### src/design/msoc_pkg.sv
/*
  Shared types and constants of the peripheral block.
  Address bits 23..20 pick the region, bits 5..2 the register in it.
*/
`default_nettype none

package msoc_pkg;

  typedef logic [31:0] addr_t;   // bus address
  typedef logic [31:0] word_t;   // bus data word
  typedef logic [7:0]  byte_t;   // serial data byte
  typedef logic [15:0] baud_t;   // clock cycles per serial bit
  typedef logic [3:0]  region_t;

  // address fields
  localparam int unsigned REGION_HI = 23;
  localparam int unsigned REGION_LO = 20;
  localparam int unsigned OFS_HI    = 5;
  localparam int unsigned OFS_LO    = 2;

  localparam region_t REGION_UART_CTRL = 4'd2;
  localparam region_t REGION_UART_RX   = 4'd3;
  localparam region_t REGION_BOARD_IO  = 4'd7;

  localparam logic [3:0] OFS_TX_BYTE = 4'd0;
  localparam logic [3:0] OFS_BAUD    = 4'd1;

  localparam baud_t BAUD_RESET = 16'd87;
  localparam baud_t BAUD_MIN   = 16'd4;   // below this mid-bit sampling breaks

  // receive status word, unlisted bits read zero
  localparam int unsigned ST_HEAD_LSB  = 0;
  localparam int unsigned ST_VALID     = 8;
  localparam int unsigned ST_FRAME_ERR = 9;
  localparam int unsigned ST_FULL      = 10;
  localparam int unsigned ST_OVERFLOW  = 11;
  localparam int unsigned ST_RX_BUSY   = 12;
  localparam int unsigned ST_TX_BUSY   = 13;

endpackage

`default_nettype wire
### src/design/msoc_periph_top.sv
/*
  Peripheral side of the SoC: UART with receive queue and board I/O.
  RX_FIFO_DEPTH is a power of two, at least 2. LED_W and DIP_W are at most 32.
*/
`default_nettype none

module msoc_periph_top
  #(
  parameter int unsigned RX_FIFO_DEPTH = 8,
  parameter int unsigned LED_W         = 8,
  parameter int unsigned DIP_W         = 16
  )
  (
  input  wire logic             msoc_clk,
  input  wire logic             rstn,
  input  wire logic             bus_req_i,
  input  wire logic             bus_we_i,
  input  wire msoc_pkg::addr_t  bus_addr_i,
  input  wire msoc_pkg::word_t  bus_wdata_i,
  output msoc_pkg::word_t       bus_rdata_o,
  input  wire logic             uart_rx_i,
  output logic                  uart_tx_o,
  input  wire logic [DIP_W-1:0] dip_i,
  output logic [LED_W-1:0]      led_o
  );

  import msoc_pkg::*;

  logic  rx_clean;
  logic  rx_valid;
  byte_t rx_byte;
  logic  rx_err;
  logic  rx_busy;
  byte_t fifo_head;
  logic  fifo_head_err;
  logic  fifo_empty;
  logic  fifo_full;
  logic  fifo_overflow;
  logic  pop;
  baud_t baud;
  logic  tx_start;
  byte_t tx_byte;
  logic  tx_busy;

  ////////////////////////////////////////////////////////////
  // receive path

  rx_majority u_rx_majority
  (
    .msoc_clk (msoc_clk),
    .rstn     (rstn),
    .line_i   (uart_rx_i),
    .clean_o  (rx_clean)
  );

  uart_receiver u_uart_receiver
  (
    .msoc_clk    (msoc_clk),
    .rstn        (rstn),
    .rx_i        (rx_clean),
    .baud_i      (baud),
    .valid_o     (rx_valid),
    .byte_o      (rx_byte),
    .frame_err_o (rx_err),
    .busy_o      (rx_busy)
  );

  rx_fifo #(.DEPTH(RX_FIFO_DEPTH)) u_rx_fifo
  (
    .msoc_clk    (msoc_clk),
    .rstn        (rstn),
    .push_i      (rx_valid),
    .push_data_i (rx_byte),
    .push_err_i  (rx_err),
    .pop_i       (pop),
    .head_data_o (fifo_head),
    .head_err_o  (fifo_head_err),
    .empty_o     (fifo_empty),
    .full_o      (fifo_full),
    .overflow_o  (fifo_overflow)
  );

  ////////////////////////////////////////////////////////////
  // registers and transmit path

  periph_regs #(.LED_W(LED_W), .DIP_W(DIP_W)) u_periph_regs
  (
    .msoc_clk      (msoc_clk),
    .rstn          (rstn),
    .bus_req_i     (bus_req_i),
    .bus_we_i      (bus_we_i),
    .bus_addr_i    (bus_addr_i),
    .bus_wdata_i   (bus_wdata_i),
    .bus_rdata_o   (bus_rdata_o),
    .dip_i         (dip_i),
    .led_o         (led_o),
    .rx_head_i     (fifo_head),
    .rx_head_err_i (fifo_head_err),
    .rx_empty_i    (fifo_empty),
    .rx_full_i     (fifo_full),
    .rx_overflow_i (fifo_overflow),
    .rx_busy_i     (rx_busy),
    .tx_busy_i     (tx_busy),
    .pop_o         (pop),
    .baud_o        (baud),
    .tx_start_o    (tx_start),
    .tx_byte_o     (tx_byte)
  );

  uart_transmitter u_uart_transmitter
  (
    .msoc_clk (msoc_clk),
    .rstn     (rstn),
    .start_i  (tx_start),
    .byte_i   (tx_byte),
    .baud_i   (baud),
    .tx_o     (uart_tx_o),
    .busy_o   (tx_busy)
  );

endmodule

`default_nettype wire

### src/design/uart_transmitter.sv
/*
  8N1 transmitter. A start while busy is ignored.
  Start bit appears one cycle after start_i, each bit lasts baud_i cycles.
*/
`default_nettype none

module uart_transmitter
  (
  input  wire logic            msoc_clk,
  input  wire logic            rstn,
  input  wire logic            start_i,
  input  wire msoc_pkg::byte_t byte_i,
  input  wire msoc_pkg::baud_t baud_i,
  output logic                 tx_o,
  output logic                 busy_o
  );

  import msoc_pkg::*;

  logic [9:0] shift_q;   // stop, data, start
  baud_t      cnt_q;
  logic [3:0] left_q;    // bit shifts still to come
  logic       busy_q;

  always_ff @(posedge msoc_clk or negedge rstn)
  begin
    if (!rstn)
    begin
      shift_q <= '1;                     // idle high
      cnt_q   <= '0;
      left_q  <= '0;
      busy_q  <= 1'b0;
    end
    else if (!busy_q)
    begin
      if (start_i)
      begin
        shift_q <= {1'b1, byte_i, 1'b0};
        cnt_q   <= baud_i - 1'b1;
        left_q  <= 4'd9;
        busy_q  <= 1'b1;
      end
    end
    else if (cnt_q != '0)
      cnt_q <= cnt_q - 1'b1;
    else if (left_q == '0)
      busy_q <= 1'b0;                    // stop bit done
    else
    begin
      shift_q <= {1'b1, shift_q[9:1]};
      cnt_q   <= baud_i - 1'b1;
      left_q  <= left_q - 1'b1;
    end
  end

  assign tx_o   = shift_q[0];
  assign busy_o = busy_q;

endmodule

`default_nettype wire

### src/design/periph_regs.sv
/*
  Register block behind the memory-style bus. Reads are combinational,
  writes act on the edge where req and we are both high.
  The bus master must not write the transmit byte on two cycles in a row.
*/
`default_nettype none

module periph_regs
  #(
  parameter int unsigned LED_W = 8,
  parameter int unsigned DIP_W = 16
  )
  (
  input  wire logic             msoc_clk,
  input  wire logic             rstn,
  input  wire logic             bus_req_i,
  input  wire logic             bus_we_i,
  input  wire msoc_pkg::addr_t  bus_addr_i,
  input  wire msoc_pkg::word_t  bus_wdata_i,
  output msoc_pkg::word_t       bus_rdata_o,
  input  wire logic [DIP_W-1:0] dip_i,
  output logic [LED_W-1:0]      led_o,
  input  wire msoc_pkg::byte_t  rx_head_i,
  input  wire logic             rx_head_err_i,
  input  wire logic             rx_empty_i,
  input  wire logic             rx_full_i,
  input  wire logic             rx_overflow_i,
  input  wire logic             rx_busy_i,
  input  wire logic             tx_busy_i,
  output logic                  pop_o,
  output msoc_pkg::baud_t       baud_o,
  output logic                  tx_start_o,
  output msoc_pkg::byte_t       tx_byte_o
  );

  import msoc_pkg::*;

  region_t          region;
  logic [3:0]       ofs;
  logic             bus_wr;
  logic             sel_ctrl;
  logic             sel_rx;
  logic             sel_io;
  logic             tx_wr;
  logic             baud_wr;
  logic [LED_W-1:0] led_q;
  baud_t            baud_q;
  logic             tx_start_q;
  byte_t            tx_byte_q;
  logic [DIP_W-1:0] dip_q;
  word_t            status;
  word_t            ctrl_rdata;

  ////////////////////////////////////////////////////////////
  // decode

  assign region   = bus_addr_i[REGION_HI:REGION_LO];
  assign ofs      = bus_addr_i[OFS_HI:OFS_LO];
  assign bus_wr   = bus_req_i & bus_we_i;
  assign sel_ctrl = (region == REGION_UART_CTRL);
  assign sel_rx   = (region == REGION_UART_RX);
  assign sel_io   = (region == REGION_BOARD_IO);
  assign tx_wr    = bus_wr & sel_ctrl & (ofs == OFS_TX_BYTE);
  assign baud_wr  = bus_wr & sel_ctrl & (ofs == OFS_BAUD);
  assign pop_o    = bus_wr & sel_rx;    // any write to region 3 pops

  ////////////////////////////////////////////////////////////
  // registers

  always_ff @(posedge msoc_clk or negedge rstn)
  begin
    if (!rstn)
    begin
      led_q      <= '0;
      baud_q     <= BAUD_RESET;
      tx_start_q <= 1'b0;
    end
    else
    begin
      tx_start_q <= tx_wr;               // one cycle pulse
      if (bus_wr && sel_io)
        led_q <= bus_wdata_i[LED_W-1:0];
      if (baud_wr)
        baud_q <= bus_wdata_i[$bits(baud_t)-1:0];
    end
  end

  always_ff @(posedge msoc_clk)
  begin
    dip_q <= dip_i;                      // switches, one cycle behind
    if (tx_wr)
      tx_byte_q <= bus_wdata_i[7:0];
  end

  assign led_o      = led_q;
  assign baud_o     = baud_q;
  assign tx_start_o = tx_start_q;
  assign tx_byte_o  = tx_byte_q;

  ////////////////////////////////////////////////////////////
  // read data

  always_comb
  begin
    status                                 = '0;
    status[ST_HEAD_LSB +: $bits(byte_t)]   = rx_head_i;
    status[ST_VALID]                       = ~rx_empty_i;
    status[ST_FRAME_ERR]                   = rx_head_err_i;
    status[ST_FULL]                        = rx_full_i;
    status[ST_OVERFLOW]                    = rx_overflow_i;
    status[ST_RX_BUSY]                     = rx_busy_i;
    status[ST_TX_BUSY]                     = tx_busy_i;
  end

  assign ctrl_rdata  = (ofs == OFS_BAUD) ? word_t'(baud_q) : '0;   // only baud reads back
  assign bus_rdata_o = ({$bits(word_t){sel_ctrl}} & ctrl_rdata)
                     | ({$bits(word_t){sel_rx}} & status)
                     | ({$bits(word_t){sel_io}} & word_t'(dip_q));

  tx_start_pulse: assert property (@(posedge msoc_clk) disable iff (!rstn)
    tx_start_o |=> !tx_start_o);

endmodule

`default_nettype wire

### src/design/rx_fifo.sv
/*
  Circular queue of received bytes with their framing error bit.
  DEPTH must be a power of two, at least 2. A push into a full queue
  is dropped and sets overflow, which stays set until reset.
*/
`default_nettype none

module rx_fifo
  #(
  parameter int unsigned DEPTH = 8
  )
  (
  input  wire logic            msoc_clk,
  input  wire logic            rstn,
  input  wire logic            push_i,
  input  wire msoc_pkg::byte_t push_data_i,
  input  wire logic            push_err_i,
  input  wire logic            pop_i,
  output msoc_pkg::byte_t      head_data_o,
  output logic                 head_err_o,
  output logic                 empty_o,
  output logic                 full_o,
  output logic                 overflow_o
  );

  import msoc_pkg::*;

  localparam int unsigned AW = $clog2(DEPTH);

  typedef logic [AW:0] ptr_t;   // extra msb tells full from empty

  byte_t data_mem [DEPTH];
  logic  err_mem [DEPTH];
  ptr_t  wr_ptr_q;
  ptr_t  rd_ptr_q;
  ptr_t  count;
  logic  do_push;
  logic  do_pop;

  assign empty_o = (wr_ptr_q == rd_ptr_q);
  assign full_o  = (wr_ptr_q[AW] != rd_ptr_q[AW]) && (wr_ptr_q[AW-1:0] == rd_ptr_q[AW-1:0]);
  assign do_push = push_i & ~full_o;
  assign do_pop  = pop_i & ~empty_o;     // pop of empty queue is a no-op

  always_ff @(posedge msoc_clk)
  begin
    if (do_push)
    begin
      data_mem[wr_ptr_q[AW-1:0]] <= push_data_i;
      err_mem[wr_ptr_q[AW-1:0]]  <= push_err_i;
    end
  end

  always_ff @(posedge msoc_clk or negedge rstn)
  begin
    if (!rstn)
    begin
      wr_ptr_q   <= '0;
      rd_ptr_q   <= '0;
      overflow_o <= 1'b0;
    end
    else
    begin
      if (do_push)
        wr_ptr_q <= wr_ptr_q + 1'b1;
      if (do_pop)
        rd_ptr_q <= rd_ptr_q + 1'b1;
      if (push_i && full_o)
        overflow_o <= 1'b1;              // sticky
    end
  end

  assign head_data_o = data_mem[rd_ptr_q[AW-1:0]];
  assign head_err_o  = err_mem[rd_ptr_q[AW-1:0]];
  assign count       = wr_ptr_q - rd_ptr_q;

  count_bound: assert property (@(posedge msoc_clk) disable iff (!rstn) count <= ptr_t'(DEPTH));

endmodule

`default_nettype wire

### src/design/uart_receiver.sv
/*
  8N1 receiver, LSB first. rx_i must already be synchronous to msoc_clk.
  baud_i is cycles per bit and should not change during a frame.
  A low stop bit still delivers the byte, with frame_err_o set.
*/
`default_nettype none

module uart_receiver
  (
  input  wire logic            msoc_clk,
  input  wire logic            rstn,
  input  wire logic            rx_i,
  input  wire msoc_pkg::baud_t baud_i,
  output logic                 valid_o,
  output msoc_pkg::byte_t      byte_o,
  output logic                 frame_err_o,
  output logic                 busy_o
  );

  import msoc_pkg::*;

  typedef enum logic [1:0] {S_IDLE, S_START, S_DATA, S_STOP} state_t;

  state_t     state_q;
  baud_t      cnt_q;      // cycles left to the next sample point
  logic [2:0] bit_q;      // data bit index
  logic       rx_prev_q;
  byte_t      data_q;
  logic       tick;

  assign tick = (cnt_q == '0);

  always_ff @(posedge msoc_clk or negedge rstn)
  begin
    if (!rstn)
    begin
      state_q     <= S_IDLE;
      cnt_q       <= '0;
      bit_q       <= '0;
      rx_prev_q   <= 1'b1;
      valid_o     <= 1'b0;
      frame_err_o <= 1'b0;
    end
    else
    begin
      rx_prev_q <= rx_i;
      valid_o   <= 1'b0;
      if (state_q != S_IDLE && !tick)
        cnt_q <= cnt_q - 1'b1;
      case (state_q)
        S_IDLE:
          if (rx_prev_q && !rx_i)            // falling edge
          begin
            state_q <= S_START;
            cnt_q   <= baud_i >> 1;          // go to middle of start bit
          end
        S_START:
          if (tick)
          begin
            state_q <= rx_i ? S_IDLE : S_DATA;   // high here was a glitch
            cnt_q   <= baud_i - 1'b1;
            bit_q   <= '0;
          end
        S_DATA:
          if (tick)
          begin
            cnt_q <= baud_i - 1'b1;
            bit_q <= bit_q + 1'b1;
            if (bit_q == 3'd7)
              state_q <= S_STOP;
          end
        default:
          if (tick)
          begin
            state_q     <= S_IDLE;
            valid_o     <= 1'b1;
            frame_err_o <= ~rx_i;            // stop bit must be high
          end
      endcase
    end
  end

  always_ff @(posedge msoc_clk)
  begin
    if (state_q == S_DATA && tick)
      data_q <= {rx_i, data_q[7:1]};        // lsb arrives first
  end

  assign byte_o = data_q;
  assign busy_o = (state_q != S_IDLE);

  baud_legal: assert property (@(posedge msoc_clk) disable iff (!rstn) baud_i >= BAUD_MIN);

endmodule

`default_nettype wire

### src/design/rx_majority.sv
/*
  Two-stage synchroniser followed by a vote over three samples.
  Adds about four cycles of latency on the receive line.
*/
`default_nettype none

module rx_majority
  (
  input  wire logic msoc_clk,
  input  wire logic rstn,
  input  wire logic line_i,
  output logic      clean_o
  );

  logic [1:0] sync_q;   // metastability stages
  logic [1:0] hist_q;   // two older synchronised samples

  always_ff @(posedge msoc_clk or negedge rstn)
  begin
    if (!rstn)
    begin
      sync_q <= 2'b11;    // idle line is high
      hist_q <= 2'b11;
    end
    else
    begin
      sync_q <= {sync_q[0], line_i};
      hist_q <= {hist_q[0], sync_q[1]};
    end
  end

  // two out of three wins
  assign clean_o = (sync_q[1] & hist_q[0]) | (sync_q[1] & hist_q[1]) | (hist_q[0] & hist_q[1]);

endmodule

`default_nettype wire

### config.mk
export PLATFORM = sky130hd
export DESIGN_NAME = msoc_periph_top
export DESIGN_NICKNAME = d
export VERILOG_FILES = /design/src/design/msoc_pkg.sv /design/src/design/msoc_periph_top.sv /design/src/design/uart_transmitter.sv /design/src/design/periph_regs.sv /design/src/design/rx_fifo.sv /design/src/design/uart_receiver.sv /design/src/design/rx_majority.sv
export SDC_FILE = /design/constraint.sdc
export NUM_CORES = 1
export LEC_CHECK = 0
export BUFFER_PORTS_ARGS = -buffer_cell sky130_fd_sc_hd__buf_2
export CORE_MARGIN = 3
export CORE_UTILIZATION = 45
export DETAILED_ROUTE_END_ITERATION = 10
export GPL_TIMING_DRIVEN = 0
export PLACE_DENSITY = 0.67
export SLEW_MARGIN = 15
export SYNTH_ARGS = -nofsm -noshare
export SYNTH_HDL_FRONTEND = slang
export SYNTH_SLANG_ARGS = --single-unit
### constraint.sdc
create_clock -name msoc_clk -period 3.32 [get_ports msoc_clk]
set_input_delay 0.166 -clock msoc_clk [delete_from_list [all_inputs] [get_ports msoc_clk]]
set_output_delay 0.166 -clock msoc_clk [all_outputs]
set_load 0.005 [all_outputs]
==> flow_summary.ini, run 1 <==
[yosys]
ys_async_sr_fraction_pct = 46.94
synth-seq-area-share_pct = 58.55
yosys-top-cells-area = edfxtp_1 (29%), dfrtp_1 (20%), dfstp_2 (5.5%), mux4_2 (4.5%), dfxtp_1 (3.5%)
yosys.cell_count.top_type = edfxtp_1
synth_commonest_cells = edfxtp_1 (88), dfrtp_1 (73), nand2_1 (35), o21ai_0 (35), mux2_2 (28)
synth_top_cell_by_area = edfxtp_1
yosysUniqueCellTypes = 75
ys_ff_latch = 196
yosys_warnings = 0
synth_edf_count = 88
netlist_instances = 674
synth_top_area_share_pct = 29.26
netlist_area_um2 = 9032
avgSynthCellArea_um2 = 13.40
synth_ff_type = edfxtp_1

[cells_and_area]
regArea_um2 = 5289
n_antenna_cell = 0
fin_nets = 919
drive_above_1_share_pct = 28.13
fin_area_um2 = 10790
fillers = 1570
fin_cells = 1097
multi_input_area_um2 = 3510
area_delta_synth_final_pct = 19.49
final_util_pct = 55.09

[worst_hold_path]
worstHoldStart = bus_addr_i[2]
hold_class = input pin to flop
whs_path_depth = 2
whs_endpoint = u_periph_regs.tx_start_o

[worst_setup_path]
reg2reg_from = u_uart_receiver.cnt_q[0]
cp.required_ns = 3.67
r2r_slack_ns = 0.62
arrival_ns = 3.05
crit_path_start_kind = flop
path_class = flop to flop
end_kind = flop
r2r_cells = 8
cp_max_fo = 10
r2r-end = u_uart_receiver.state_q[0]

[timing]
period_needed_ns = 2.699
drv_slew = 0
finalHoldViolations = 0
setup_viol = 0
fin_skew_ns = 0.01263
worst_pin_slew_ns = 1.036
clock.fmax_mhz = 370.4
finalCritPeriodShare_pct = 81.31
rsz0062_at_grt = false
max_slew_margin_pct = 30.71
worst_slack_ns = 0.6206
fin_tns_setup_ns = 0

[clocking]
cts_buffer_depth = 2
cts_tree = built
cts.sinks = 196
htreeDepth = 4
cts_root_buf = clkbuf_16
numCtsBuffers = 17
post-cts-setup-buffers = 0
clkTransAtPathRegs_ns = 0.07
clk-insertion-delay-late_ns = 0.44

[detailed_routing]
route.detailed.drc = 0
vias_per_cell = 5.716
firstDrtPassIters = 5
ant_nets = 0
wl_per_cell_um = 20.52
wl_mm = 22.51
vias = 6270
drt_iter0_markers = 485

[global_routing]
globalRoute.totalOverflow = 0
antenna_found_initial = 0
met2_usage_pct = 35.15
busiest_layer = met2
grt.total_usage_pct = 21.22
met3_usage_pct = 4.445
met1_usage_pct = 27.59
grt_pass1_vias = 6377
grt_max_degree = 63
grt_pass1_wl_mm = 35.78

[die]
row_count = 51
core_um2 = 19590
die_width_um = 147.7
start_util_pct = 46.11
dieHeight_um = 147.7
ios = 126
dieArea_um2 = 21810

[power_and_ir_drop]
power_density_nw_per_um2 = 643.2
seq_power_share_pct = 42.6
intPower_uw = 4583
pwr-share-comb_pct = 28.9
clkPwrFrac_pct = 28.5
vdd_ir_drop_max_mv = 0.4528
p_sw_uw = 2358
p_leak_uw = 0.004316
p_sw_share_pct = 33.97

[flow_run]
drv_cap = 0

[placement]
place.gp.congestion = 0.8820
dp_cells = 1031
place_ws_ns = 0.5957
dpl_cell_area_um2 = 9879
dp_hpwl_mm = 15.92
io_buffer_count = 69

[run_status]
outcome = finished, final reports clean
## placed cells by master (no fill, tap or decap), types with 5 or more instances in the layout
master          n
or3_1          12
o221ai_1        9
nand3_1        17
buf_2          80
mux2_2         28
a22oi_1        13
a221o_1         6
clkbuf_1       21
mux4_2         18
dfstp_2        19
edfxtp_1       88
dfxtp_1        16
nand4_1         5
nor3_1         16
dlygate4sd3_1  34
clkbuf_16      17
nand2b_1        5
o211ai_1        5
inv_1          18
xor2_1         14
dfrtp_1        73
buf_4          22
xnor2_1        23
nand2_1        35
and3_1          6
ha_1           15
o21ai_0        35
nor2_1         26
inv_8           6
o221ai_2        7
mux2i_1        23
nor4_1          9
a21oi_1        10
conb_1         16
## flip-flops by register name (all words and copies together) (netlist names)
register                     flops
u_periph_regs.baud_o            16
u_periph_regs.dip_q             16
u_periph_regs.led_o              8
u_periph_regs.tx_byte_o          8
u_periph_regs.tx_start_o         1
u_rx_fifo.data_mem              64
u_rx_fifo.err_mem                8
u_rx_fifo.overflow_o             1
u_rx_fifo.rd_ptr_q               4
u_rx_fifo.wr_ptr_q               4
u_rx_majority.hist_q             2
u_rx_majority.sync_q             2
u_uart_receiver.bit_q            3
u_uart_receiver.byte_o           8
u_uart_receiver.cnt_q           16
u_uart_receiver.frame_err_o      1
u_uart_receiver.rx_prev_q        1
u_uart_receiver.state_q          2
u_uart_receiver.valid_o          1
u_uart_transmitter.busy_o        1
u_uart_transmitter.cnt_q        16
u_uart_transmitter.left_q        4
u_uart_transmitter.shift_q       9
## per-layer routing
layer / part of all wire (%) / vias to the layer above
met5: 0 / -
met4: 2.9 / 0
met3: 5.5 / 48
met2: 50 / 230
met1: 41 / 3156
li1: - / 2836
## final cells by class
cell class	count	share of cell area, %
plain buffers	48	2.434
inverters	19	0.6608
clock buffers	19	4.023
clock inverters	13	1.240
multi-input cells	426	32.52
well taps	265	3.072
flip-flops and latches	196	49.00
repair buffers	111	7.048
## cell families (layout without fill, tap and decap cells)
kind of cell             after synthesis  in the layout  synth area share [%]
XOR/XNOR                              37             37                 3.588
buffers and inverters                 67            210                 3.698
AND/OR/NAND/NOR                      168            168                 10.71
other                                  1             16               0.04152
adder cells (fa/ha/maj)               16             16                 2.189
flip-flops                           196            196                 58.55
multiplexers                          69             69                 10.53
AO/OA/AOI/OAI                        120            120                 10.69
## worst max path at each step
stage / end / start / cells past startpoint
2_1_floorplan: u_rx_fifo.data_mem[4][0] / u_rx_fifo.wr_ptr_q[0] / 5
3_3_place_gp: u_rx_fifo.data_mem[1][7] / u_rx_fifo.wr_ptr_q[0] / 5
6_report: u_uart_receiver.state_q[0] / u_uart_receiver.cnt_q[0] / 8
5_1_grt: u_uart_receiver.state_q[0] / u_uart_receiver.cnt_q[0] / 8
4_1_cts: u_rx_fifo.data_mem[7][7] / u_rx_fifo.wr_ptr_q[0] / 5
3_5_place_dp: u_uart_receiver.state_q[0] / u_uart_receiver.cnt_q[0] / 8
## what timing repair did
| action | 4_1_cts | 5_1_grt |
|---|---|---|
| setup endpoints to repair | 0 | 0 |
| resized for setup | 0 | 0 |
| hold buffers | 34 | 0 |
| hold endpoints to repair | 63 | 0 |
## metrics by stage
| step | total power (µW) | hold slack [ns] |
|---|---|---|
| after global routing | 7308 | 0.001700 |
| after detailed placement | 4925 | 0.1406 |
| final | 6942 | 0.01038 |
| after CTS | 6941 | 0.08310 |
| after floorplan | 4427 | -0.1296 |
| after global placement | 4820 | 0.2713 |
## power by group through the flow
| stage | combinational [µW] | clock (µW) | sequential (µW) |
|---|---|---|---|
| after detailed placement | 1930 | 0 | 2990 |
| after CTS | 1980 | 2020 | 2950 |
| after global routing | 2200 | 2130 | 2980 |
| after global placement | 1840 | 0 | 2980 |
| final | 2010 | 1980 | 2950 |
| after floorplan | 1480 | 0 | 2940 |
## critical path, cell delays in order, from the launching register on
cell and delay, ns:
dfrtp_1 0.40, inv_1 0.12, ha_1 0.21, nor3b_1 0.36
nand4_2 0.21, buf_2 0.27, nor2_1 0.71, a211oi_1 0.14
a21oi_1 0.20
(Power assumes the default switching activity.)
==> run 2: changes to the inputs <==
--- a/config.mk
+++ b/config.mk
@@ -10,7 +10,7 @@
 export CORE_UTILIZATION = 45
 export DETAILED_ROUTE_END_ITERATION = 10
 export GPL_TIMING_DRIVEN = 0
-export PLACE_DENSITY = 0.67
+export PLACE_DENSITY = 0.7
 export SLEW_MARGIN = 15
 export SYNTH_ARGS = -nofsm -noshare
 export SYNTH_HDL_FRONTEND = slang
==> constraint.sdc (replaced) <==
create_clock -name msoc_clk -period 2.2 [get_ports msoc_clk]
set_input_delay 0.11 -clock msoc_clk [delete_from_list [all_inputs] [get_ports msoc_clk]]
set_output_delay 0.11 -clock msoc_clk [all_outputs]
set_load 0.005 [all_outputs]
==> run 2 against run 1 <==
Against the previous run:
- cell count up 0.91%
- clock power up 61%
- die area unchanged
- clock skew about the same
- sequential share of layout area down 1.8 points
- highest routed layer unchanged
- design area up 3.9%
- power up 58%
- worst setup slack worse by 0.61 ns
- flip-flop and latch count unchanged
==> flow_summary.ini, run 2 (synthesis gave the netlist of run 1 again) <==
[run_status]
outcome = finished, final reports clean

[timing]
worst_slack_ns = 0.01064
fin_skew_ns = 0.01277
rsz0062_at_grt = true
max_slew_margin_pct = 50.62
finalCritPeriodShare_pct = 99.52
setup_viol = 0
holdWs_ns = 0.04903
period_needed_ns = 2.189
worst_pin_slew_ns = 0.7407
drv_slew = 0
fin_tns_setup_ns = 0
clock.fmax_mhz = 456.8
finalHoldViolations = 0

[worst_hold_path]
hold_class = input pin to flop
whs_path_depth = 3

[cells_and_area]
fin_nets = 929
drive_above_1_share_pct = 33.73
fillers = 1562
layout_commonest_cell = edfxtp_1
largest_reg_flops = 64
area_delta_synth_final_pct = 24.15
n_antenna_cell = 0
regArea_um2 = 5294
multi_input_area_um2 = 3709
mostFrequentLayoutCells = edfxtp_1 (88), buf_2 (77), dfrtp_1 (69), buf_4 (35), dlygate4sd3_1 (35)

[global_routing]
antenna_found_initial = 0
grt_pass1_wl_mm = 34.39
globalRoute.totalOverflow = 0
grt.total_usage_pct = 20.46
grt_max_degree = 76
grt_pass1_vias = 6091

[die]
core_um2 = 19590
ios = 126
die_width_um = 147.7
start_util_pct = 46.11
dieArea_um2 = 21810
dieHeight_um = 147.7
row_count = 51

[clocking]
cts_buffer_depth = 2
cts_tree = built
htreeDepth = 4
clk-insertion-delay-late_ns = 0.44
cts_root_buf = clkbuf_16
numCtsBuffers = 17
cts.sinks = 196
clkTransAtPathRegs_ns = 0.08

[worst_setup_path]
cp_max_fo = 10
crit_path_start_kind = flop
path_class = flop to output pin
critPathMaxStageDelay_ns = 0.55
worstPathCellList = buf_12 > mux4_2 > mux2i_4 > o21ai_1 > buf_2
arrival_ns = 2.08
cp.required_ns = 2.09
r2r_cells = 4
worst_path_max_delay_cell = mux4_2
end_kind = output pin
critical_path_buf_inv_count = 2
critPathTopFamily = multiplexers
crit_cells = 5

[detailed_routing]
drt_iter0_markers = 404
wl_per_cell_um = 19.81
vias_per_cell = 5.565
wl_mm = 21.93
ant_nets = 0
route.detailed.drc = 0
vias = 6161
firstDrtPassIters = 5

[placement]
place_ws_ns = -0.5195
place.gp.congestion = 0.8379
dp_hpwl_mm = 14.92
io_buffer_count = 69

[power_and_ir_drop]
power_density_nw_per_um2 = 979.9
vdd_ir_drop_max_mv = 0.5518
total_power_uw = 10990
p_leak_uw = 0.004480

[flow_run]
drv_cap = 0
[run 2: cell count changes in the layout (fill, tap and decap cells not counted), sizes merged]
| cell | before | now |
|---|---|---|
| clkinvlp | 0 | 2 |
| clkbuf | 39 | 34 |
| inv | 27 | 28 |
| buf | 105 | 117 |
| clkinv | 5 | 4 |
| dlygate4sd3 | 34 | 35 |
[run 2: layout make-up]
cell class,count,share of cell area [%]
buffer,44,2.644
clock buffer,17,3.794
clock inverter,15,1.730
inverter,19,0.6360
multi-input combinational,426,33.07
sequential,196,47.21
tap,265,2.957
timing repair buffer,125,7.956
[run 2: worst paths after layout]
path                                    startpoint                  endpoint  slack [ns]
min reg2reg                u_rx_majority.sync_q[0]   u_rx_majority.sync_q[1]        0.36
max reg2reg                  u_rx_fifo.wr_ptr_q[0]  u_rx_fifo.data_mem[7][2]        0.03
max in group asynchronous                     rstn   u_periph_regs.baud_o[1]        1.44
min                                       bus_we_i  u_periph_regs.tx_start_o        0.05
min in group asynchronous                     rstn   u_periph_regs.baud_o[9]        0.09
max                          u_rx_fifo.rd_ptr_q[0]            bus_rdata_o[9]        0.01
[run 2: per-stage QoR]
stage               instance area [µm²]  std cells  utilization (%)
finish                            11210       1107            57.24
global route                      11210       1107            57.24
CTS                               11050       1103            56.41
detailed placement                 9893       1032            50.50
global placement                   9766       1023            49.85
floorplan                          9089        689                -
[run 2: timing repair]
| item | CTS | global route |
|---|---|---|
| hold endpoints to repair | 128 | 0 |
| hold buffers | 35 | 0 |
| pin swaps | 5 | 3 |
| setup buffers | 8 | 3 |
| cloned | 0 | 1 |
| gates resized for setup | 39 | 36 |
| setup endpoints to repair | 97 | 60 |
[run 2: power breakdown]
part	leakage [µW]	total [µW]	switching, µW	internal, µW
sequential	0.00211	4510	387	4130
clock	0.000294	3180	1600	1570
combinational	0.00208	3300	1790	1510
total	0.00448	11000	3780	7210
[run 2: worst min-delay path, cell delays in order]
cell,delay [ns]
buf_2,0.13
nand2_1,0.08
nor3_2,0.10
[run 2: per-layer routing]
layer | GRT usage [%] | up-vias | wire (µm)
met5 | 0 | - | 0
met4 | 7.456 | 0 | 547
met3 | 3.587 | 39 | 1076
met2 | 34.30 | 181 | 11250
met1 | 26.93 | 3075 | 9060
li1 | - | 2866 | -
==> run 3: changes to the inputs <==
--- a/config.mk
+++ b/config.mk
@@ -8,6 +8,7 @@
 export BUFFER_PORTS_ARGS = -buffer_cell sky130_fd_sc_hd__buf_2
 export CORE_MARGIN = 3
 export CORE_UTILIZATION = 45
+export CTS_BUF_LIST = sky130_fd_sc_hd__clkbuf_4 sky130_fd_sc_hd__clkbuf_8
 export DETAILED_ROUTE_END_ITERATION = 10
 export GPL_TIMING_DRIVEN = 0
 export PLACE_DENSITY = 0.7
==> run 3 against run 2 <==
Against the previous run:
- the run now ends with negative setup slack left
- clock skew grew 0.0063 ns
- worst hold slack lost 0.032 ns
- register-to-register slack lost 0.03 ns
- core utilization shrank 0.38 points
- sequential share of layout area grew 0.32 points
- worst setup slack lost 0.037 ns
- power shrank 6.0%
- die area is the same
- non-clock buffer count grew 7
- clock power shrank 24%
- critical endpoint is now bus_rdata_o[3]
- highest routed layer unchanged
==> flow_summary.ini, run 3 (synthesis gave the netlist of run 1 again) <==
[cells_and_area]
n_antenna_cell = 0
layout_commonest_cell = edfxtp_1
mostFrequentLayoutCells = edfxtp_1 (88), buf_2 (77), dfrtp_1 (69), buf_4 (38), dlygate4sd3_1 (36)
largest_reg_flops = 64
fin_nets = 936
drive_above_1_share_pct = 34.39
fin_cells = 1114
area_delta_synth_final_pct = 23.31
final_util_pct = 56.86

[timing]
setup_viol = 2
finalCritPeriodShare_pct = 101.2
worst_slack_ns = -0.02609
fin_skew_ns = 0.01905
worst_pin_slew_ns = 0.7498
rsz0062_at_grt = true
clock.fmax_mhz = 449.2
period_needed_ns = 2.226
max_slew_margin_pct = 50.02
finalHoldViolations = 0
drv_slew = 0

[worst_setup_path]
arrival_ns = 2.12
r2r_cells = 6
crit_start = u_rx_fifo.rd_ptr_q[0]
path_class = flop to output pin
cp.required_ns = 2.09
crit_path_start_kind = flop
r2r-end = u_rx_fifo.data_mem[6][2]
endpoint = bus_rdata_o[3]
cp_max_fo = 5
reg2reg_from = u_rx_fifo.rd_ptr_q[0]
r2r_slack_ns = 0
end_kind = output pin

[die]
row_count = 51
die_width_um = 147.7
ios = 126
start_util_pct = 46.11
core_um2 = 19590
dieArea_um2 = 21810
dieHeight_um = 147.7

[worst_hold_path]
worstHoldStart = bus_req_i
hold_class = input pin to flop

[clocking]
cts.sinks = 196
cts_tree = built
htreeDepth = 4
numCtsBuffers = 17
clkTransAtPathRegs_ns = 0.11
cts_buffer_depth = 2
cts_root_buf = clkbuf_8
clk-insertion-delay-late_ns = 0.48

[placement]
io_buffer_count = 69
place.gp.congestion = 0.8379
dp_hpwl_mm = 14.92
dp_cells = 1032

[flow_run]
drv_cap = 0

[detailed_routing]
wl_mm = 21.95
vias = 6145
vias_per_cell = 5.516
drt_iter0_markers = 466
ant_nets = 0
firstDrtPassIters = 6
route.detailed.drc = 0
wl_per_cell_um = 19.71

[run_status]
violations = negative setup slack
outcome = finished, violations left

[global_routing]
globalRoute.totalOverflow = 0
grt_pass1_wl_mm = 34.62
grt.total_usage_pct = 20.53
grt_max_degree = 76
grt_pass1_vias = 6161
antenna_found_initial = 0

[power_and_ir_drop]
power_density_nw_per_um2 = 927.1
vdd_ir_drop_max_mv = 0.4847
p_leak_uw = 0.004449
total_power_uw = 10330
-- run 3: changes by cell type in the layout (fill, tap and decap cells not counted), moves of 2 or more --
cell       change
clkbuf_8      +17
buf_4          +3
buf_6          +2
o21ai_1        -2
clkbuf_1       -3
buf_16         +2
o21ai_0        +2
clkbuf_16     -18
buf_12         +2
-- run 3: power breakdown --
group / total [µW] / internal [µW] / switching, µW
clock network: 2410 / 904 / 1510
logic: 3410 / 1590 / 1810
registers: 4510 / 4130 / 381
-- run 3: repair_timing --
item                                   in CTS  in global routing
endpoints found under the hold margin     128                  1
gates resized for setup                    53                 26
buffers inserted                           12                  6
pin swaps                                   5                  5
cloned                                      2                  0
hold buffers                               35                  1
setup endpoints to repair                 104                 66
-- run 3: worst max-delay path, stage by stage (launching register included) --
cell and delay [ns]:
dfrtp_2 0.41, buf_12 0.13, buf_12 0.13, mux4_2 0.50, mux2i_2 0.21, o21ai_2 0.11, buf_2 0.15
-- run 3: layout make-up --
cell class	instances	area (µm²)
Timing Repair Buffer	134	1017
Clock inverter	15	193.9
Fill cell	1575	8452
Tap cell	265	331.6
Sequential cell	196	5294
Multi-Input combinational cell	426	3706
Clock buffer	17	234.0
Inverter	19	71.32
Buffer	42	290.3
-- run 3: how the worst min path moves through the flow --
stage	slack [ns]	cells after the start	to
after global routing	0.0004	3	u_periph_regs.tx_start_o
after floorplan	-0.19	0	u_periph_regs.baud_o[10]
final	0.02	3	u_periph_regs.tx_start_o
after global placement	0.21	1	u_periph_regs.dip_q[1]
after detailed placement	-0.04	1	u_uart_receiver.cnt_q[15]
after CTS	0.006	2	u_periph_regs.baud_o[9]
-- run 3: per-stage QoR --
| stage | area, µm² | hold WS [ns] | setup TNS [ns] | setup slack (ns) |
|---|---|---|---|---|
| global placement | 9766 | 0.2129 | -76.35 | -1.464 |
| finish | 11140 | 0.01690 | -0.03964 | -0.02609 |
| floorplan | 9089 | -0.1856 | -7.146 | -0.3325 |
| detailed placement | 9893 | -0.03700 | -24.84 | -0.5195 |
| global route | 11140 | 0.0004320 | -1.377 | -0.1225 |
| CTS | 10980 | 0.006411 | -0.1689 | -0.03795 |
-- run 3: layer usage --
metal | vias to the layer above | GRT usage, % | wire [µm]
met3 | 36 | 3.403 | 1095
met4 | 0 | 6.617 | 543
met2 | 184 | 34.99 | 11280
met1 | 3042 | 27.02 | 9032
met5 | - | 0 | 0
li1 | 2883 | - | -
